$ cat src/common/ib_rom_pkg.sv
`default_nettype none

package ib_rom_pkg;

	////////////////////////////////////////////////////////////
	// ib-rom geometry
	////////////////////////////////////////////////////////////

	localparam int ROM_RD_BW    = 6;  // one rom word, two table entries
	localparam int ROM_ADDR_BW  = 10; // 32 words per page, up to 32 pages
	localparam int PAGE_ADDR_BW = 5;  // word index inside one page
	localparam int ITER_ADDR_BW = 5;  // iteration index, selects the page
	localparam int ENTRY_BW     = 3;  // one quantized check node entry

	// pages are addressed as {iter, word}
	localparam int PAGE_WORDS = 1 << PAGE_ADDR_BW;

	////////////////////////////////////////////////////////////
	// rom word, seen whole or as an entry pair
	////////////////////////////////////////////////////////////

	typedef struct packed {
		logic [ENTRY_BW-1:0] hi; // odd entry
		logic [ENTRY_BW-1:0] lo; // even entry
	} ib_pair_t;

	typedef union packed {
		logic [ROM_RD_BW-1:0] raw; // rom and latch view
		ib_pair_t             pair; // table memory view
	} ib_word_u;

endpackage

`default_nettype wire

$ cat src/cn_write/cn_mem_latch.sv
`default_nettype none

module cn_mem_latch (
	input  wire                                   write_clk,
	input  wire                                   rstn,
	input  wire                                   fetch_load, // reload rom address
	input  wire  [ib_rom_pkg::ITER_ADDR_BW-1:0] iter,       // page to fetch
	output logic [ib_rom_pkg::ROM_ADDR_BW-1:0]  rom_addr,
	input  wire  ib_rom_pkg::ib_word_u            rom_data_a,
	input  wire  ib_rom_pkg::ib_word_u            rom_data_b,
	output ib_rom_pkg::ib_word_u                  latch_a,    // retimed table a word
	output ib_rom_pkg::ib_word_u                  latch_b     // retimed table b word
);
	import ib_rom_pkg::*;

	logic [ROM_ADDR_BW-1:0] page_base; // first word of the iteration's page

	////////////////////////////////////////////////////////////
	// rom read address
	////////////////////////////////////////////////////////////

	// iteration index in the upper bits, word index zeroed
	assign page_base = {iter, {PAGE_ADDR_BW{1'b0}}};

	// free running after the load
	// wraps past the page, the write window masks it
	always_ff @(posedge write_clk or negedge rstn) begin
		if (!rstn) begin
			rom_addr <= '0;
		end else if (fetch_load) begin
			rom_addr <= page_base; // one shared address for a and b
		end else begin
			rom_addr <= rom_addr + 1'b1;
		end
	end

	////////////////////////////////////////////////////////////
	// output latch
	////////////////////////////////////////////////////////////

	// breaks the rom output path before the table write
	always_ff @(posedge write_clk or negedge rstn) begin
		if (!rstn) begin
			latch_a <= '0;
			latch_b <= '0;
		end else begin
			latch_a <= rom_data_a; // raw word, no decode here
			latch_b <= rom_data_b;
		end
	end

endmodule

`default_nettype wire

$ cat config.mk
export PLATFORM = sky130hd
export DESIGN_NAME = cn_mem_latch
export DESIGN_NICKNAME = d
export VERILOG_FILES = /design/src/common/ib_rom_pkg.sv /design/src/cn_write/cn_mem_latch.sv
export SDC_FILE = /design/constraint.sdc
export NUM_CORES = 1
export LEC_CHECK = 0
export BUFFER_PORTS_ARGS = -buffer_cell sky130_fd_sc_hd__buf_4
export CAP_MARGIN = 20
export CELL_PAD_IN_SITES_DETAIL_PLACEMENT = 0
export CELL_PAD_IN_SITES_GLOBAL_PLACEMENT = 1
export CORE_MARGIN = 2
export CORE_UTILIZATION = 32
export CTS_CLUSTER_DIAMETER = 120
export DETAILED_ROUTE_END_ITERATION = 6
export PLACE_DENSITY_LB_ADDON = 0.1
export SYNTH_ARGS = -nofsm -noshare
export SYNTH_HDL_FRONTEND = slang
export SYNTH_SLANG_ARGS = --single-unit
$ cat constraint.sdc
create_clock -name write_clk -period 1.5 [get_ports write_clk]
set_input_delay 0.15 -clock write_clk [delete_from_list [all_inputs] [get_ports write_clk]]
set_output_delay 0.15 -clock write_clk [all_outputs]
set_load 0.005 [all_outputs]
**Yosys cells after proc, flatten, opt, wreduce, memory -nomap -nowiden**

Cells that the tools add are included.

- Input port bits: 20
- Output and inout bits: 22
- Register bits: 22
- Logic and storage cells: 5

- $add $sub $neg: 1
- Muxes and demuxes: 1

Operator list:

| kind | count |
|---|---|
| $add A10 B1 Y10 const B | 1 |
| $mux W10 | 1 |

**Depth between registers and ports, before layout**

- Word-level depth: 2
- Gate-level depth with buffers: 4
- Gate-level depth less buffers: 4

**Least setup slack after synthesis**

Ideal clock, no wire load.

- Path type: register to register
- Start point: reg rom_addr[0] (netlist name)
- End point: reg rom_addr[8] (netlist name)
- Path slack: 0.138 ns
- Period minus slack after synthesis: 1.362 ns
- Data arrival time: 1.293 ns
- Data required time: 1.431 ns
- Cell stages (with the launch flop): 5
- Library setup time: 0.069 ns
- Buffers on the path: 0
- Path through: dfrtp_1 ha_1 nand4_1 or4_1 nand3_1

- Cells in the longest elaborated chain, start to end: 2

Ends and longest elaborated chain:

| what | RTL line | RTL |
|---|---|---|
| from (decl) | cn_mem_latch.sv:8 | `output logic [ib_rom_pkg::ROM_ADDR_BW-1:0] rom_addr,` |
| from (signal assigned) | cn_mem_latch.sv:31 | `rom_addr <= page_base;` |
| from (signal assigned) | cn_mem_latch.sv:33 | `rom_addr <= rom_addr + 1'b1;` |
| $add A10 B1 Y10 | cn_mem_latch.sv:33 |  |
| $mux W10 | cn_mem_latch.sv:30 | `end else if (fetch_load) begin` |

No other way between the ends.

**Worst setup path in the final report**

- Start point: reg rom_addr[2] (netlist name)
- End point: reg rom_addr[7] (netlist name)

Same word-level chain as after synthesis.

==> out/results.tsv <==
metric	value	unit
post-synthesis sequential area ratio	69.4	%
Slew @ Worst Pin	274	ps
GRT overflow	0	
syn nets	83	
first-pass GRT wire length	3.05	mm
Clock Skew	3.80	ps
LEAKAGE	0.642	nW
Routed Antenna Nets	0	
Die Y	53.8	um
R2R depth	3	
# DRC	0	
Worst path top cell family by delay	compound AO/OA/AOI/OAI gates	
Post-synth EDFFs	0	
CTS tree	yes	
Die X	53.8	um
fin crit share	95.2	%
PnR worst setup slack	71.3	ps
Tmin final	1430	ps
number of port buffers	41	
synthesized area	793	um^2
cells along the critical path	nand3_2 > o311a_2 > a221o_1	
Site Rows	18	
max-cap violation count	0	
final setup fails	0	
total CTS buffers	3	
HP Start	iter[3]	
Area growth syn-to-layout	70.2	%
WHS	36.2	ps
Yosys reg bits	22	
Post-synth ARST share	100	%
Critical path origin	rom_addr[2]$_DFF_PN0_	
number of global-route vias before repair	670	
CP bufs+invs	0	
Max-slew headroom	81.7	%
DP HPWL	1.36	mm
crit path DAT	1640	ps
initial antenna violation count	0	
RR Startpoint	rom_addr[2]$_DFF_PN0_	
Tot Pwr	1.30	mW
Worst-path clk slew	130	ps
largest net degree at the start of global routing	23	
Placeable Area	0.00241	mm^2
Stages on worst setup path	3	
RSZ-0062 raised after global routing	no	
layout cells sized above 1	42.3	%
fin nets	145	
Detailed Routing Iterations Pass 1	4	
total length of routed wires	1.96	mm
startpoint types	register	
Hold Path Class	primary input to register	
GRT Overall Usage	15.5	%
# diodes	0	
Via density	4.66	
top_reg_cell synth	dfrtp_1	
peak supply drop	0.000528	V
clock buffer depth	2	
Max stage delay on crit path	480	ps
H-tree level count	1	
Mapped Cells	62	
Slew Limit Fails	0	
Layout Utilization	56.0	%
status	complete, no violations	
Worst path slowest cell	dfrtp_1	
initial drt markers	11	
Max Freq	0.700	GHz
worst skew pair latency	310	ps
dpl ws	79.5	ps
root buf cell	clkbuf_4	
endpoint type of the worst setup path	register	
final hold vios	0	
Req. time, crit path	1710	ps
Setup CP Type	register to register	
synthesized area per cell	12.8	um^2
Worst R2R Setup Slack	70	ps
synth warn	0	
Setup TNS Final	0	ps
synth unique cells	19	
clk sinks	22	
cell count of the worst hold path	3	
routed len/inst	12.8	um
Power Density	963	mW/mm^2
Die Area	0.00289	mm^2
routability-driven placement congestion ratio	0.777	
I/O Pins	42	
CP Max Fanout	6	
via count	713	
initial core utilization	32.9	%
[cells in the final DEF, fill, tap and decap left out, types with 2 or more instances in the layout]
master | netlist | final
nand2_1 | 5 | 5
nand3_1 | 6 | 6
o211ai_1 | 3 | 3
xor2_1 | 2 | 2
clkbuf_4 | 0 | 3
nand4_1 | 2 | 2
dlygate4sd3_1 | 0 | 13
or4_1 | 4 | 4
nor2_1 | 6 | 6
dfrtp_1 | 22 | 22
inv_1 | 2 | 2
buf_4 | 0 | 45
[state kept, by name, indices dropped and copies added, names as in the netlist]
register	count
rom_addr	10
latch_b	6
latch_a	6
[through the flow]
step	cell area (um^2)	cells
CTS	1330	151
global placement	1150	134
detailed placement	1150	134
finish	1350	153
floorplan	793	62
global route	1350	153
[where the power goes]
| group | internal [mW] | switching (mW) | total (mW) |
|---|---|---|---|
| clock | 0.270 | 0.188 | 0.458 |
| combinational | 0.119 | 0.0671 | 0.186 |
| sequential | 0.628 | 0.0282 | 0.656 |
| total | 1.02 | 0.284 | 1.30 |
[cells in the mapped netlist (all sizes together) (2+ instances only)]
cell type	number	area [um^2]
nand2	5	18.8
or4	4	30.0
nand4	2	12.5
inv	2	7.51
xor2	2	17.5
nand3	7	40.0
nor2	6	22.5
o211ai	3	22.5
dfrtp	22	551
[per-layer routing]
layer	up-vias	share of wire, %	track usage [%]
met1	338	43	19.4
met5	-	0	0
met4	0	1.7	8.97
li1	347	-	-
met3	4	5.3	3.61
met2	24	50	24.4
[worst reg2reg max path, cell delays in order (launching register included)]
cell,delay (ps)
dfrtp_1,480
nand3_2,170
o311a_2,420
a221o_1,260
[worst paths after layout]
path                                         end
hold / removal             rom_addr[8]$_DFF_PN0_
max in group asynchronous  rom_addr[3]$_DFF_PN0_
setup / recovery           rom_addr[7]$_DFF_PN0_
hold reg to reg            rom_addr[0]$_DFF_PN0_
min in group asynchronous   latch_b[3]$_DFF_PN0_
setup reg to reg           rom_addr[7]$_DFF_PN0_
[cell type report]
cell class | count | area, um^2
flip-flops and latches | 22 | 551
inverters | 2 | 7.51
fillers | 210 | 1060
clock buffers | 3 | 22.5
well taps | 30 | 37.5
clock inverters | 1 | 30.0
repair buffers | 58 | 468
multi-input cells | 37 | 234
[cells by family (layout without fill, tap and decap cells)]
| kind of cell | count (synthesis) | count (layout) | share of synthesized area (%) |
|---|---|---|---|
| simple gates | 26 | 26 | 17.0 |
| flops | 22 | 22 | 69.4 |
| compound gates | 7 | 7 | 7.26 |
| xor+xnor | 3 | 3 | 3.31 |
| buf+inv | 3 | 64 | 1.42 |
| fa+ha+maj | 1 | 1 | 1.58 |
[timing repair]
item	in CTS	in global routing
setup endpoints to repair	0	2
buffers inserted	0	2
resized for setup	0	1
hold endpoints to repair	34	0
hold buffers	13	0
(Power assumes the default switching activity.)
