===== src/common/ib_rom_pkg.sv =====
`default_nettype none

package ib_rom_pkg;

	////////////////////////////////////////////////////////////
	// ib-rom geometry
	////////////////////////////////////////////////////////////

	localparam int ROM_RD_BW    = 6;  // one rom word, two table entries
	localparam int ROM_ADDR_BW  = 10; // 32 words per page, up to 32 pages
	localparam int PAGE_ADDR_BW = 5;  // word index inside one page
	localparam int ITER_ADDR_BW = 5;  // iteration index, selects the page
	localparam int ENTRY_BW     = 3;  // one quantized check node entry

	// pages are addressed as {iter, word}
	localparam int PAGE_WORDS = 1 << PAGE_ADDR_BW;

	////////////////////////////////////////////////////////////
	// rom word, seen whole or as an entry pair
	////////////////////////////////////////////////////////////

	typedef struct packed {
		logic [ENTRY_BW-1:0] hi; // odd entry
		logic [ENTRY_BW-1:0] lo; // even entry
	} ib_pair_t;

	typedef union packed {
		logic [ROM_RD_BW-1:0] raw; // rom and latch view
		ib_pair_t             pair; // table memory view
	} ib_word_u;

endpackage

`default_nettype wire


===== src/common/cn_table_pkg.sv =====
`default_nettype none

package cn_table_pkg;

	////////////////////////////////////////////////////////////
	// check node table geometry
	////////////////////////////////////////////////////////////

	// 64 entries per table at 2 entries per word
	localparam int ENTRY_ADDR_BW = 6;

	////////////////////////////////////////////////////////////
	// table write of one page word for both tables
	////////////////////////////////////////////////////////////

	typedef struct packed {
		logic                                   en;        // write strobe
		logic [ib_rom_pkg::PAGE_ADDR_BW-1:0] page_addr; // word inside the page
		ib_rom_pkg::ib_word_u                   word_a;    // table a word
		ib_rom_pkg::ib_word_u                   word_b;    // table b word
	} cn_wr_t;

	////////////////////////////////////////////////////////////
	// table read of one entry from each table
	////////////////////////////////////////////////////////////

	typedef struct packed {
		logic [ib_rom_pkg::ENTRY_BW-1:0] entry_a;
		logic [ib_rom_pkg::ENTRY_BW-1:0] entry_b;
	} cn_rd_t;

	// 18-bit write bus and 6-bit read bus
	localparam int CN_WR_BW = $bits(cn_wr_t);
	localparam int CN_RD_BW = $bits(cn_rd_t);

endpackage

`default_nettype wire


===== src/cn_write/cn_page_writer.sv =====
`default_nettype none

module cn_page_writer (
	input  wire                       write_clk,
	input  wire                       rstn,
	input  wire                       wr_en,   // write window from control
	input  wire  ib_rom_pkg::ib_word_u latch_a,
	input  wire  ib_rom_pkg::ib_word_u latch_b,
	output cn_table_pkg::cn_wr_t      wr       // write to the shadow bank
);
	import ib_rom_pkg::*;

	logic [PAGE_ADDR_BW-1:0] page_addr; // word index inside the page

	////////////////////////////////////////////////////////////
	// page address counter
	////////////////////////////////////////////////////////////

	// starts at 0 on the first window cycle
	always_ff @(posedge write_clk or negedge rstn) begin
		if (!rstn) begin
			page_addr <= '0;
		end else if (wr_en) begin
			page_addr <= page_addr + 1'b1; // 31 rolls back to 0
		end else begin
			page_addr <= '0; // idle, ready for the next page
		end
	end

	// write bundle, formed in the same cycle
	assign wr.en        = wr_en;
	assign wr.page_addr = page_addr;
	assign wr.word_a    = latch_a;
	assign wr.word_b    = latch_b;

	////////////////////////////////////////////////////////////
	// checks
	////////////////////////////////////////////////////////////

	// one page per window, longer would overwrite word 0
	a_wr_window_len: assert property (
		@(posedge write_clk) disable iff (!rstn)
		wr_en [*PAGE_WORDS] |=> !wr_en
	) else $error("write window longer than one page");

endmodule

`default_nettype wire


===== config.mk =====
export PLATFORM = sky130hd
export DESIGN_NAME = cn_page_writer
export DESIGN_NICKNAME = d
export VERILOG_FILES = /design/src/common/ib_rom_pkg.sv /design/src/common/cn_table_pkg.sv /design/src/cn_write/cn_page_writer.sv
export SDC_FILE = /design/constraint.sdc
export NUM_CORES = 1
export LEC_CHECK = 0
export ABC_AREA = 1
export ABC_CLOCK_PERIOD_IN_PS = 2650
export BUFFER_PORTS_ARGS = -buffer_cell sky130_fd_sc_hd__clkbuf_2
export CAP_MARGIN = 5
export CORE_AREA = 2 2 39 41
export CTS_CLUSTER_SIZE = 10
export DETAILED_ROUTE_END_ITERATION = 12
export DIE_AREA = 0 0 41 43
export PLACE_DENSITY_LB_ADDON = 0.08
export SYNTH_ARGS = -nofsm -noshare
export SYNTH_HDL_FRONTEND = slang
export SYNTH_SLANG_ARGS = --single-unit
export TNS_END_PERCENT = 20

===== constraint.sdc =====
create_clock -name write_clk -period 2.65 [get_ports write_clk]
set_input_delay 0.1325 -clock write_clk [delete_from_list [all_inputs] [get_ports write_clk]]
set_output_delay 0.1325 -clock write_clk [all_outputs]
set_load 0.1 [all_outputs]

# Word level (Yosys, flattened, before mapping)
# Cells that the tools add are included.
# totals
register_bits	5
latch_bits	0
ram_bits	0
rom_bits	0
input_bits	15
output_inout_bits	18
n_memories	0
# op_classes
n_addsub	1
n_mul	0
div	0
n_lt_le_gt_ge	0
eq_ne	0
n_shift	0
n_mux	1
n_bitwise	0
reduce_logical	0
# ops
cell	count
$add A5 B1 Y5 const B	1
$mux W5	1

# Longest topological paths before layout
# depth
ltp_word	2
depth_mapped	5
depth_no_buf	5

# Least setup slack after synthesis
# Ideal clock, no wire load.
# synth_path
kind	reg-to-reg
startpoint	register page_addr[0]
endpoint	register page_addr[4]
arrival_time_ps	1513
required_ps	2532
slack_ps	1019
stages_incl_launch_ff	5
n_path_buf	0
synth_period_minus_slack_ps	1631
cell_sequence	dfrtp_1 > ha_1 > nand3_1 > nor2_1 > nor2_1
# synth_between
elab_chain_len	2
# synth_lines
item	line	source
start: declaration	cn_page_writer.sv:13	logic [PAGE_ADDR_BW-1:0] page_addr;
start signal: assignment	cn_page_writer.sv:24	page_addr <= page_addr + 1'b1;
$add A5 B1 Y5	cn_page_writer.sv:24	
$mux W5	cn_page_writer.sv:23	end else if (wr_en) begin
# No other way between the ends.

# Worst setup path in the final report
# layout_path
startpoint	register page_addr[0]
endpoint	output wr[12] (netlist name)
# layout_lines
item	line	source
end: declaration	cn_page_writer.sv:9	output cn_table_pkg::cn_wr_t wr
# No word-level cell between the ends.

==> summary.md <==
| Metric | Value |
|---|---|
| Time the worst path needs with I/O delays and setup | 1.25 ns |
| Worst path cell trace | clkbuf_2 |
| Root Buffer | clkbuf_4 |
| Fin Setup TNS | 0 ns |
| I/O pins | 33 |
| Max FO, Critical Path | 4 |
| Core ar. | 1380 um^2 |
| CTS Sinks | 5 |
| Worst-skew pair later-pin latency | approximately 0.25 ns |
| Worst Skew | 0.00584 ns |
| Max Slew Vio Count | 0 |
| Final setup vio count | 0 |
| Vias | roughly 210 |
| Hold wc startpoint | wr_en |
| Avg Inst Size Synth | approximately 8.4 um^2 |
| Post-CTS setup buffers | 0 |
| CTS clk-pin slew, worst paths | around 0.05 ns |
| R2r setup slk | between 1.5 and 2 ns |
| Ys flop type | dfrtp_1 |
| Startpoint class of the critical path | flop |
| Post-synth top cells | 13 x buf_4, 6 x nor2_1, 5 x dfrtp_1, 5 x nand2_1, 4 x inv_1 |
| DR DRC count | 0 |
| All-Layer GR Usage | about 9.2% |
| CTS tree | done |
| Cts bufs inserted | 3 |
| Max-cap viol count | 0 |
| FF-to-FF End | page_addr[4]$_DFF_PN0_ |
| Most common cell in the synthesized netlist | buf_4 |
| Critical path class | flop to primary output |
| Mapped Cells | 37 |
| Resized cells post-CTS | 0 |
| Buffers on Ports | 8 |
| PnR Total Power | between 200 and 250 uW |
| Routed length per instance | roughly 12 um |
| Top cell type's share of synthesized area | about two fifths |
| WP data required | ~2.5 ns |
| DRT iter0 DRCs | 1 |
| Power density over cell area | roughly 730 nW/um^2 |
| Post-synth cell types | 8 |
| Slew at the pin closest to its max-slew limit | approximately 0.54 ns |
| Static Leak | approximately 0.00018 uW |
| Global-route wire length before repair | just under 1000 um |
| Period utilisation layout | between 40 and 50% |
| Layout area overhead | -0.403% |
| Max H-tree Level | 1 |
| Largest register FFs | 5 |
| Slew margin rel. | 64.1% |
| Adder-cell share of the synthesized area | around 4.0% |
| Worst Setup SP | page_addr[0]$_DFF_PN0_ |
| Largest registers | page_addr x5 |
| Vias in the first global route | ~190 |
| R2r startpoint | page_addr[0]$_DFF_PN0_ |
| Worst vdd ir | approximately 0.32 mV |
| Worst setup EP type | primary output |
| Compound-cell area share of the yosys netlist | 0% |
| Die area | approximately 1800 um^2 |
| Placed Area | between 200 and 300 um^2 |
| Worst path max stage delay | ~0.48 ns |
| GP Congestion | a little over 0.6 |
| Synthesized area | 310 um^2 |
| Share of cells above drive strength 1 | between 20% and 30% |
| Detailed-router iteration count before antenna repair | 2 |
| #FFs+latches synth | 5 |
| CTS max path bufs | 2 |
| Final worst slack | about 1.4 ns |
| Critical path's slowest cell | clkbuf_2 |
| Die height | between 40 and 50 um |
| Post-synth EDFFs | 0 |
| Top reg by flops | page_addr |
| Ant. Diodes | 0 |
| Post-synthesis net count | 53 |
| Worst Hold End | page_addr[1]$_DFF_PN0_ |
| Starting Density | 22.4% |
| F_max | around 0.8 GHz |
| Sequential-to-total area share from yosys stat | 40.3% |
| Die width | around 40 um |
| Status | completed |
| Mux share of post-synthesis cell area | 0% |
| Simple-gate portion of the synthesized area | 16.5% |
| Main combinational cell family by area after synthesis | buffers and inverters |
| Remaining Overflow, GRT | 0 |
| Top post-synthesis cells by area | dfrtp_1 40%, buf_4 31%, nor2_1 7.3%, nand2_1 6.0%, inv_1 4.8% |
| Post-place setup slack | 1.65 ns |
| Post-Synth XOR/XNOR Area | around 2.8% |
| Critical path arrival | between 1 and 1.5 ns |
| Asr flop ratio synth | 100% |
| Cell Count, Final, Fillers Out | 53 |
| Post-synth top area cell | dfrtp_1 |
| Tightest Hold Check Type | input port to flop |
| Antenna violations before repair | 0 |
| R2R depth | 5 |
| CP bufs+invs | 1 |
| Final hold vios | 0 |
| Delay-heaviest family, CP | buffers and inverters |
| Post-Route WL | 651 um |
| Antenna-violating nets left | 0 |
| Inst Count DP | 48 |
| Cell area after layout | around 310 um^2 |
| Site Rows | 14 |
| Hold Crit Depth | 3 |
| Largest net degree at the start of global routing | 6 |
| DR vias/cell | between 4 and 5 |
| Nets@finish | 54 |
| Unrepaired setup endpoints after global routing | false |
| Hpwl dp | 518 um |
| Synth Warn # | 0 |
-- metrics by stage --
step	utilization, %	hold slack, ns
floorplan	-	-0.163
global placement	19.7	-0.0372
detailed placement	19.7	-0.0389
CTS	22.3	0.146
global route	22.3	0.163
finish	22.3	0.143
-- worst max path at each step --
stage / cells past startpoint / slack (ns) / end
3_5_place_dp: 1 / 1.65 / wr[14]
6_report: 1 / 1.40 / wr[12]
2_1_floorplan: 4 / 1.02 / page_addr[4]$_DFF_PN0_
4_1_cts: 1 / 1.38 / wr[14]
5_1_grt: 1 / 1.34 / wr[14]
3_3_place_gp: 1 / 1.65 / wr[14]
-- cell usage in the layout, fill, tap and decap left out --
cell type	synthesis	final
clkbuf_2	0	8
nor2_1	6	6
nand2_1	5	5
dfrtp_1	5	5
inv_1	4	4
clkbuf_4	0	3
nand3_1	2	2
xnor2_1	1	1
ha_1	1	1
clkbuf_1	0	1
dlygate4sd3_1	0	1
-- per-layer routing --
metal,vias to the layer above,routed length [um],GRT usage [%]
met5,-,0,0
met4,0,35,12.0
met3,5,122,4.19
met2,19,283,11.6
met1,90,210,9.18
li1,99,-,-
-- area by class of cell --
type,instances,area (um^2)
fillers,173,1070
flip-flops and latches,5,125
multi-input cells,15,72.6
repair buffers,9,50.0
clock buffers,4,26.3
well taps,16,20.0
inverters,4,15.0
-- what timing repair did --
item                                    CTS  global route
hold endpoints to repair                  5             0
hold buffers                              1             0
endpoints found under the setup margin    0             0
-- cell families (layout without fill, tap and decap cells) --
kind of cell | Yosys count | in the layout
DFF | 5 | 5
adders and majority gates | 1 | 1
and+or+nand+nor | 13 | 13
xor gates and xnor gates | 1 | 1
buffers and inverters | 17 | 17
-- power breakdown --
group          total (uW)  switching [uW]  internal (uW)  leakage (uW)
sequential           84.1            3.78           80.4     0.0000673
clock                91.1            34.0           57.1     0.0000150
combinational        49.6            41.6           8.03     0.0000948
(Power assumes the default switching activity.)
