## src/common/ib_rom_pkg.sv

```systemverilog
`default_nettype none

package ib_rom_pkg;

	////////////////////////////////////////////////////////////
	// ib-rom geometry
	////////////////////////////////////////////////////////////

	localparam int ROM_RD_BW    = 6;  // one rom word, two table entries
	localparam int ROM_ADDR_BW  = 10; // 32 words per page, up to 32 pages
	localparam int PAGE_ADDR_BW = 5;  // word index inside one page
	localparam int ITER_ADDR_BW = 5;  // iteration index, selects the page
	localparam int ENTRY_BW     = 3;  // one quantized check node entry

	// pages are addressed as {iter, word}
	localparam int PAGE_WORDS = 1 << PAGE_ADDR_BW;

	////////////////////////////////////////////////////////////
	// rom word, seen whole or as an entry pair
	////////////////////////////////////////////////////////////

	typedef struct packed {
		logic [ENTRY_BW-1:0] hi; // odd entry
		logic [ENTRY_BW-1:0] lo; // even entry
	} ib_pair_t;

	typedef union packed {
		logic [ROM_RD_BW-1:0] raw; // rom and latch view
		ib_pair_t             pair; // table memory view
	} ib_word_u;

endpackage

`default_nettype wire

```

## src/common/cn_table_pkg.sv

```systemverilog
`default_nettype none

package cn_table_pkg;

	////////////////////////////////////////////////////////////
	// check node table geometry
	////////////////////////////////////////////////////////////

	// 64 entries per table at 2 entries per word
	localparam int ENTRY_ADDR_BW = 6;

	////////////////////////////////////////////////////////////
	// table write of one page word for both tables
	////////////////////////////////////////////////////////////

	typedef struct packed {
		logic                                   en;        // write strobe
		logic [ib_rom_pkg::PAGE_ADDR_BW-1:0] page_addr; // word inside the page
		ib_rom_pkg::ib_word_u                   word_a;    // table a word
		ib_rom_pkg::ib_word_u                   word_b;    // table b word
	} cn_wr_t;

	////////////////////////////////////////////////////////////
	// table read of one entry from each table
	////////////////////////////////////////////////////////////

	typedef struct packed {
		logic [ib_rom_pkg::ENTRY_BW-1:0] entry_a;
		logic [ib_rom_pkg::ENTRY_BW-1:0] entry_b;
	} cn_rd_t;

	// 18-bit write bus and 6-bit read bus
	localparam int CN_WR_BW = $bits(cn_wr_t);
	localparam int CN_RD_BW = $bits(cn_rd_t);

endpackage

`default_nettype wire

```

## src/cn_write/cn_table_mem.sv

```systemverilog
`default_nettype none

module cn_table_mem (
	input  wire                                     write_clk,
	input  wire                                     rstn,
	input  wire  cn_table_pkg::cn_wr_t              wr,          // shadow bank write
	input  wire                                     active_bank, // bank seen by decoder
	input  wire  [cn_table_pkg::ENTRY_ADDR_BW-1:0] rd_addr,     // entry index
	output cn_table_pkg::cn_rd_t                    rd_data
);
	import ib_rom_pkg::*;
	import cn_table_pkg::*;

	ib_word_u bank_a [2][PAGE_WORDS]; // table a, two banks
	ib_word_u bank_b [2][PAGE_WORDS]; // table b, two banks

	logic                    wr_bank;  // shadow bank
	logic [PAGE_ADDR_BW-1:0] rd_word;  // word holding the entry
	logic                    rd_hi;    // odd entry select
	ib_word_u                rd_word_a;
	ib_word_u                rd_word_b;

	////////////////////////////////////////////////////////////
	// write, shadow bank only
	////////////////////////////////////////////////////////////

	assign wr_bank = ~active_bank;

	always_ff @(posedge write_clk) begin
		if (wr.en) begin
			bank_a[wr_bank][wr.page_addr] <= wr.word_a;
			bank_b[wr_bank][wr.page_addr] <= wr.word_b;
		end
	end

	////////////////////////////////////////////////////////////
	// entry read, active bank
	////////////////////////////////////////////////////////////

	assign rd_word   = rd_addr[ENTRY_ADDR_BW-1:1];
	assign rd_hi     = rd_addr[0]; // even entry sits in lo
	assign rd_word_a = bank_a[active_bank][rd_word];
	assign rd_word_b = bank_b[active_bank][rd_word];

	always_ff @(posedge write_clk or negedge rstn) begin
		if (!rstn) begin
			rd_data <= '0;
		end else begin
			rd_data.entry_a <= rd_hi ? rd_word_a.pair.hi : rd_word_a.pair.lo;
			rd_data.entry_b <= rd_hi ? rd_word_b.pair.hi : rd_word_b.pair.lo;
		end
	end

	// whole page lands in one shadow bank, no swap mid-page
	a_wr_shadow_bank: assert property (
		@(posedge write_clk) disable iff (!rstn)
		wr.en && $past(wr.en) |-> active_bank == $past(active_bank)
	) else $error("bank swapped while a page was being written");

endmodule

`default_nettype wire

```

## config.mk

```make
export PLATFORM = sky130hd
export DESIGN_NAME = cn_table_mem
export DESIGN_NICKNAME = d
export VERILOG_FILES = /design/src/common/ib_rom_pkg.sv /design/src/common/cn_table_pkg.sv /design/src/cn_write/cn_table_mem.sv
export SDC_FILE = /design/constraint.sdc
export NUM_CORES = 1
export LEC_CHECK = 0
export BUFFER_PORTS_ARGS = -buffer_cell sky130_fd_sc_hd__buf_2
export CORE_ASPECT_RATIO = 1.2
export CORE_UTILIZATION = 65
export DETAILED_ROUTE_END_ITERATION = 12
export GPL_TIMING_DRIVEN = 0
export PLACE_DENSITY = 0.84
export SETUP_SLACK_MARGIN = 0.05
export SLEW_MARGIN = 20
export SYNTH_ARGS = -nofsm -noshare
export SYNTH_HDL_FRONTEND = slang
export SYNTH_SLANG_ARGS = --single-unit
```

## constraint.sdc

```tcl
create_clock -name write_clk -period 4 [get_ports write_clk]
set_input_delay 0.8 -clock write_clk [delete_from_list [all_inputs] [get_ports write_clk]]
set_output_delay 0.8 -clock write_clk [all_outputs]
set_load 0.01 [all_outputs]
```

Word level (Yosys, flattened, before mapping)
Memories as Yosys holds them, arrays and structs flattened.
Index checks and enable logic that the tools add are counted.
Storage, ports and cells
  memories: 2
  flip-flop bits (word level): 6
  bits in latches: 0
  output and inout port bits: 6
  bits in writable memories: 768
  ROM bits: 0
  word-level logic and storage cells: 23
  input bits: 27
Memories
  bank_a: depth 2, bits a word 192, rd ports 1, clocked after Yosys merged registers in 0, write ports 1, RTL line cn_table_mem.sv:14  | ib_word_u bank_a [2][PAGE_WORDS];
  bank_b: depth 2, bits a word 192, rd ports 1, clocked after Yosys merged registers in 0, write ports 1, RTL line cn_table_mem.sv:15  | ib_word_u bank_b [2][PAGE_WORDS];
Operators by class
  shift operators: 0
  bitwise operators: 3
  div/mod/pow operators: 0
  order comparisons: 3
  multiplexer cells: 12
  equality and inequality tests: 0
  reductions and logical operators: 1
  add/sub/neg operators: 0
  multipliers: 0
Operator list (number)
  $mux 192: 1
  $bmux 6 s5: 2
  $demux 6 s5: 1
  $mux 6: 5
  $ge 6x6->1 const B: 2
  $not 5->6: 2
  $lt 6x1->1 const B: 1
  $mux 3: 2
  $logic_and 1x1->1: 1
  $mux 1: 1
  $not 1->1: 1

Longest topological paths before layout
Gate-level depths: netlist (run 1).
  depth after elaboration: 6
  depth in mapped cells: 7
  mapped depth without buffers: 4

Worst setup path before layout (run 1)
Ideal clock, no wire load.
  kind: input to register
  start point: input active_bank
  end point: register rd_data[5] (netlist name)
  setup slack: 666 ps
  required time: 3875 ps
  data arrival time: 3209 ps
  setup time: 125 ps
  cell stages on the path: 6
  buffers on the path: 2
  cells stage by stage: buf_2 > buf_1 > mux4_2 > mux4_2 > mux4_2 > mux2_2
Between the ends
  cells in the longest elaborated chain, start to end: 5
Ends and longest elaborated chain
  from (decl): RTL line cn_table_mem.sv:7  | input wire active_bank,
  $mem_v2 2x192
  $bmux 6 s5: RTL line cn_table_mem.sv:42  | assign rd_word_a = bank_a[active_bank][rd_word];
  $mux 6 (implied by the code) (2 in series): RTL line cn_table_mem.sv:42
  $mux 3: RTL line cn_table_mem.sv:49  | rd_data.entry_a <= rd_hi ? rd_word_a.pair.hi : rd_word_a.pair.lo;
  to (decl): RTL line cn_table_mem.sv:9  | output cn_table_pkg::cn_rd_t rd_data
Every way passes these cells. The select of a mux whose other input is x is not followed.

Worst setup path after layout (run 1)
  start point: input rd_addr[2] (netlist name)
  end point: register rd_data[3] (netlist name)
Between the ends
  cells in the longest elaborated chain, start to end: 5
Ends and longest elaborated chain
  from (decl): RTL line cn_table_mem.sv:8  | input wire [cn_table_pkg::ENTRY_ADDR_BW-1:0] rd_addr,
  $not 5->6 (implied by the code): RTL line cn_table_mem.sv:42
  $bmux 6 s5: RTL line cn_table_mem.sv:42
  $mux 6 (implied by the code) (2 in series): RTL line cn_table_mem.sv:42
  $mux 3: RTL line cn_table_mem.sv:49
Every way passes these cells. The select of a mux whose other input is x is not followed.

==> results of run 1 <==
-- stage by stage --
step	worst slack, ps	TNS, ps	area [µm²]	power (mW)
finish	272.4	0	33090	17.10
CTS	368.9	0	32960	17.05
detailed placement	-159.0	-707.4	30530	10.02
floorplan	666.5	0	29590	9.632
global placement	-91.93	-405.9	30470	9.970
global route	314.0	0	33080	17.36
-- power by group --
group | total, mW | internal [mW] | leakage [nW] | switching, mW
Sequential | 9.00 | 8.98 | 6.98 | 0.0215
Combinational | 0.899 | 0.343 | 1.96 | 0.556
Clock | 7.20 | 4.19 | 1.18 | 3.01
-- synthesized netlist by cell type, drive strengths merged --
cell type / number
mux2: 6
edfxtp: 768
dfrtp: 6
nand4: 1
nand2: 4
nor2: 66
or3: 1
nor2b: 3
clkbuf: 33
mux4: 252
buf: 29
nand3b: 3
nand3: 5
or3b: 2
-- sequential cells by signal, indices dropped and copies added (netlist names) --
name     flops
bank_a     384
bank_b     384
rd_data      6
-- final cells by class --
cell class / count / area share (%)
Sequential cell: 774 / 70.14
Multi-Input combinational cell: 343 / 18.88
Clock buffer: 84 / 5.645
Tap cell: 609 / 2.302
Timing Repair Buffer: 25 / 0.4839
Buffer: 62 / 0.8582
Antenna cell: 4 / 0.03025
Clock inverter: 44 / 1.656
-- final timing paths --
path                                     startpoint                   end
setup / recovery                         rd_addr[2]  rd_data[3]$_DFF_PN0_
hold / removal                                 rstn  rd_data[0]$_DFF_PN0_
setup reg to reg            bank_a[1][24]$_DFFE_PP_  rd_data[3]$_DFF_PN0_
hold reg to reg            bank_b[1][119]$_DFFE_PP_  rd_data[2]$_DFF_PN0_
max in group asynchronous                      rstn  rd_data[1]$_DFF_PN0_
min in group write_clk                   rd_addr[0]  rd_data[2]$_DFF_PN0_
-- what timing repair did --
action,in CTS,in global routing
endpoints found under the hold margin,6,0
hold buffers,1,0
gates resized for setup,0,0
setup buffers,0,0
setup endpoints to repair,0,0
-- placed cells by master (no fill, tap or decap) --
| master | instances |
|---|---|
| edfxtp_1 | 768 |
| mux4_2 | 252 |
| clkbuf_16 | 73 |
| nor2_2 | 59 |
| clkbuf_1 | 44 |
| buf_2 | 26 |
| buf_4 | 15 |
| clkinv_1 | 15 |
| bufinv_16 | 13 |
| clkinv_2 | 10 |
| nor2_1 | 7 |
| clkbuf_2 | 6 |
| mux2_2 | 6 |
| dfrtp_1 | 6 |
| nand3_1 | 5 |
| inv_6 | 5 |
| diode_2 | 4 |
| buf_1 | 4 |
| nand2_1 | 4 |
| nor2b_1 | 3 |
| nand3b_1 | 3 |
| buf_6 | 2 |
| or3b_2 | 2 |
| or3_1 | 1 |
| nand4_1 | 1 |
| clkinvlp_4 | 1 |
| dlygate4sd3_1 | 1 |
-- layer usage --
layer / part of all wire, % / wire length, µm / vias up
met5: 0.035 / 27 / -
met4: 6.7 / 5170 / 4
met3: 12 / 8883 / 293
met2: 50 / 38550 / 1323
met1: 32 / 24390 / 7423
li1: - / - / 5308
-- kinds of logic (layout without fill, tap and decap cells) --
group	after synthesis	in the layout	synth area share, %
simple gates	85	85	1.214
buf+inv	62	215	0.9261
mux	258	258	19.41
other cells	0	4	0
flops	774	774	78.45
==> run summary, run 1 <==
Status = complete, no violations
I/O Buffers = 24
Top-level port count = 33
P per Cell Area = 516.6 nW/µm²
Worst Reg-to-Reg Cells = 4
Die height = 235.7 µm
Synthesized Nets = 1206
Met2 GRT Util = 56.92%
M3 GR Usage = 6.691%
TritonCTS clock tree = yes
Clock skew = 25.85 ps
Initial antenna violation count = 3
WP depth = 6
H-tree Lvls = 3
Final GP Congestion = 0.8701
Slew Limit Headroom = 19.52%
Syn Inst Count = 1179
Maximum Capacitance Violations = 0
Final Max Slew Viols = 0
Final core utilization = 73.74%
Starting Density = 65.93%
Crit start category = input pin
Vias in the first global route = 14770
Post-DR vias/cell = 7.378
Setup CP Type = in2reg
WHS = 538.8 ps
Max rail drop VDD = 0.4238 mV
Drt pass-1 iters = 6
Top delay family on crit path = multiplexers
Fmax = 0.2683 GHz
# fillers = 2284
Largest net degree at the start of global routing = 65
Worst-path clk slew = 60 ps
Final hold viol count = 0
Clk_lat worst skew = 630 ps
Final Setup Violations = 0
Area leader, netlist = edfxtp_1
Worst-path fanout max = 10
Slowest stage cell on the critical path = clkbuf_1
Crit path top cell by count = mux4_2
Total CTS buffers = 71
Initial DRC Count = 2153
GR Util met1 = 44.60%
Buf+Inv Stages, Crit Path = 2
CP endpoint kind = register
Non-filler cells, final = 1945
FP Rows = 85
Min-delay worst type = in2async
Ys Warns = 0
ANT nets after route = 0
Via Count = 14350
Top cell type's share of synthesized area = 77.94%
Top cells by area, synth = edfxtp_1 78%, mux4_2 19%, nor2_1 0.84%
Register area share after synthesis = 78.45%
Max incr delay on CP = 870 ps
Period utilization = 93.19%
Register bit count reported by yosys = 774
Syn avg cell area = 25.10 µm²
Core Area = 44880 µm²
Final #Nets = 1304
Placed Cells = 1812
CP cell instances = clkbuf_1 > clkbuf_1 > mux4_2 > mux4_2 > mux4_2 > mux2_2
Share of layout cells above drive strength 1 = 35.29%
Setup slack, reg-to-reg = 1430 ps
GR peak layer = met2
Final WL = 77020 µm
Lkg Pwr = 10.12 nW
Area grow syn2layout = 11.85%
Worst EP required = 4480 ps
Clk buf depth = 3
CTS root buffer = clkbuf_16
DR WL/cell = 39.60 µm
CTS Sinks = 774
Synth Cell Area = 29590 µm²
Global-route wire length before repair = 109300 µm
Register area = 23210 µm²
Worst Max-Slew Pin Slew = 1203 ps
Number of distinct library cells after synthesis = 17
RSZ-0062 raised after global routing = false
Tot GR Track Use = 34.89%
Tmin final = 3728 ps
Detailed Place HPWL = 42460 µm
Detailed-route DRC error count = 0
Critical Path AT = 4210 ps
Footprint of the multi-input gates = 6250 µm²
Die area = 46380 µm²
Grt total ovfl = 0
Die Span X = 196.8 µm
No activity file was read; power rests on OpenSTA's default activity.
==> run 2: changes to the inputs <==
Settings changed: BUFFER_PORTS_ARGS -buffer_cell sky130_fd_sc_hd__buf_2 to -buffer_cell sky130_fd_sc_hd__clkbuf_2, SKIP_CTS_REPAIR_TIMING set to 1.
==> run 2 against run 1 <==
Effect of this change: the run now ends with hold timing left; maximum frequency increased by 2.0%; critical endpoint is now rd_data[5]$_DFF_PN0_; highest routed layer unchanged; critical path depth is the same; core utilization down 0.40 points; combinational power decreased by 2%; sequential share of layout area grew 0.39 points.
==> run summary, run 2 (synthesized netlist as in run 1, its figures left out) <==
Status = finished, violations left (was complete, no violations)
Violated checks = hold timing
Detailed Place HPWL = 41360 µm (was 42460 µm)
Worst-path clk slew = 70 ps (was 60 ps)
Dpl ws = -186.4 ps (was -159.0 ps)
Total CTS buffers = 71 (unchanged)
Met2 GRT Util = 54.62% (was 56.92%)
RSZ-0062 raised after global routing = false (unchanged)
CP endpoint kind = register (unchanged)
Final hold viol count = 3 (was 0)
Worst Reg-to-Reg Cells = 4 (unchanged)
M3 GR Usage = 7.135% (was 6.691%)
Final worst slack = 346.6 ps (was 272.4 ps)
Die Span X = 196.8 µm (unchanged)
Global-route wire length before repair = 106700 µm (was 109300 µm)
Tot GR Track Use = 33.79% (was 34.89%)
Die height = 235.7 µm (unchanged)
CTS root buffer = clkbuf_16 (unchanged)
Slew Limit Headroom = 18.52% (was 19.52%)
Final Setup Violations = 0 (unchanged)
Fmax = 0.2737 GHz (was 0.2683 GHz)
Reg2Reg Launch Point = bank_a[0][26]$_DFFE_PP_ (was bank_a[1][24]$_DFFE_PP_)
Clock Power Share = 40.7% (was 42.1%)
Final #Nets = 1303 (was 1304)
GR Util met1 = 43.67% (was 44.60%)
P per Cell Area = 506.3 nW/µm² (was 516.6 nW/µm²)
I/O Buffers = 24 (unchanged)
Max incr delay on CP = 900 ps (was 870 ps)
Period utilization = 91.33% (was 93.19%)
Drt pass-1 iters = 5 (was 6)
Die area = 46380 µm² (unchanged)
Initial antenna violation count = 4 (was 3)
CTS Sinks = 774 (unchanged)
Regs by FF count = bank_a x384, bank_b x384, rd_data x6 (unchanged)
CP cell instances = clkbuf_1 > clkbuf_1 > mux4_2 > mux4_2 > mux4_2 > mux2_2 (unchanged)
Lkg Pwr = 10.03 nW (was 10.12 nW)
Share of layout cells above drive strength 1 = 34.84% (was 35.29%)
Pint = 13.12 mW (was 13.51 mW)
Starting Density = 65.93% (unchanged)
NetSw = 3.547 mW (was 3.583 mW)
Maximum Capacitance Violations = 0 (unchanged)
Crit start category = input pin (unchanged)
Seq pwr share = 54.0% (was 52.6%)
Core Area = 44880 µm² (unchanged)
Final GP Congestion = 0.8428 (was 0.8701)
Critical Path AT = 4140 ps (was 4210 ps)
Register area = 23210 µm² (unchanged)
Sw Ratio = 21.28% (was 20.96%)
Setup slack, reg-to-reg = 1540 ps (was 1430 ps)
Area grow syn2layout = 11.24% (was 11.85%)
Largest net degree at the start of global routing = 65 (unchanged)
Detailed-route DRC error count = 0 (unchanged)
Most common cell after layout, fill and taps aside = edfxtp_1 (unchanged)
Tmin final = 3653 ps (was 3728 ps)
ANT nets after route = 0 (unchanged)
RR Endpoint = rd_data[5]$_DFF_PN0_ (was rd_data[3]$_DFF_PN0_)
DR WL/cell = 38.62 µm (was 39.60 µm)
Clock skew = 33.29 ps (was 25.85 ps)
H-tree Lvls = 3 (unchanged)
Post-DR vias/cell = 7.422 (was 7.378)
TritonCTS clock tree = yes (unchanged)
Max rail drop VDD = 0.3304 mV (was 0.4238 mV)
Top-level port count = 33 (unchanged)
Footprint of the multi-input gates = 6250 µm² (unchanged)
Setup CP Type = in2reg (unchanged)
Via Count = 14410 (was 14350)
Combinational power share = 5.3% (about the same)
Grt total ovfl = 0 (unchanged)
Clk buf depth = 3 (unchanged)
FP Rows = 85 (unchanged)
Clk_lat worst skew = 620 ps (was 630 ps)
Vias in the first global route = 14650 (was 14770)
Worst EP required = 4490 ps (was 4480 ps)
Crit path top cell by count = mux4_2 (unchanged)
Worst Max-Slew Pin Slew = 1222 ps (was 1203 ps)
Slowest stage cell on the critical path = clkbuf_1 (unchanged)
Placed Cells = 1812 (unchanged)
Commonest cells after routing, fill and taps aside = 768 x edfxtp_1, 252 x mux4_2, 73 x clkbuf_16 (unchanged)
Final Max Slew Viols = 0 (unchanged)
Initial DRC Count = 2398 (was 2153)
GR peak layer = met2 (unchanged)
Final WL = 74970 µm (was 77020 µm)
Min-delay worst type = in2async (unchanged)
# fillers = 2317 (was 2284)
WHS = -5.976 ps (was 538.8 ps)
Worst-path fanout max = 10 (unchanged)
Non-filler cells, final = 1941 (was 1945)
[run 2: changes by cell type in the layout (fill, tap and decap cells not counted), moves of 3 or more]
| cell | before | now |
|---|---|---|
| clkbuf_2 | 6 | 18 |
| buf_2 | 26 | 16 |
| buf_4 | 15 | 5 |
| clkbuf_4 | 0 | 8 |
| bufinv_16 | 13 | 6 |
| clkbuf_1 | 44 | 48 |
| clkinv_2 | 10 | 6 |
| clkbuf_8 | 0 | 3 |
[run 2: how the worst max path moves through the flow]
stage | slack, ps | cells past startpoint | end | start
after floorplan | 670 | 6 | rd_data[5]$_DFF_PN0_ | active_bank
after global placement | -130 | 6 | rd_data[5]$_DFF_PN0_ | rd_addr[2]
after global routing | 380 | 6 | rd_data[3]$_DFF_PN0_ | rd_addr[2]
after detailed placement | -190 | 6 | rd_data[3]$_DFF_PN0_ | rd_addr[2]
final | 350 | 6 | rd_data[5]$_DFF_PN0_ | rd_addr[2]
after CTS | 420 | 6 | rd_data[5]$_DFF_PN0_ | rd_addr[2]
[run 2: worst max-delay path: cells and delay by family]
family / cells / cell delay [ps]
multiplexers: 4 / 1920
buffers and inverters: 2 / 1410
[run 2: cell type report]
| class | count | share of cell area (%) |
|---|---|---|
| Clock inverter | 35 | 0.9960 |
| Tap cell | 609 | 2.315 |
| Clock buffer | 91 | 5.847 |
| Sequential cell | 774 | 70.53 |
| Multi-Input combinational cell | 343 | 18.99 |
| Antenna cell | 3 | 0.02281 |
| Timing Repair Buffer | 24 | 0.4410 |
| Buffer | 62 | 0.8630 |
[run 2: power groups by stage]
stage	logic, mW	registers [mW]	clock network, mW
after detailed placement	0.840	9.18	0
after global routing	0.899	9.00	7.01
after CTS	0.866	9.01	6.75
after global placement	0.802	9.17	0
final	0.883	9.00	6.78
after floorplan	0.460	9.17	0
[run 2: metal layers]
metal / vias up / routed length, µm
li1: 5307 / -
met1: 7474 / 24350
met2: 1341 / 37390
met3: 278 / 8488
met4: 6 / 4703
met5: - / 40
[run 2: through the flow]
step / power (mW) / instance area, µm² / utilization, % / setup TNS, ps
floorplan: 9.632 / 29590 / - / 0
global placement: 9.974 / 30470 / 67.89 / -581.2
detailed placement: 10.01 / 30580 / 68.13 / -850.9
CTS: 16.62 / 32830 / 73.15 / 0
global route: 16.91 / 32910 / 73.32 / 0
finish: 16.66 / 32910 / 73.33 / 0
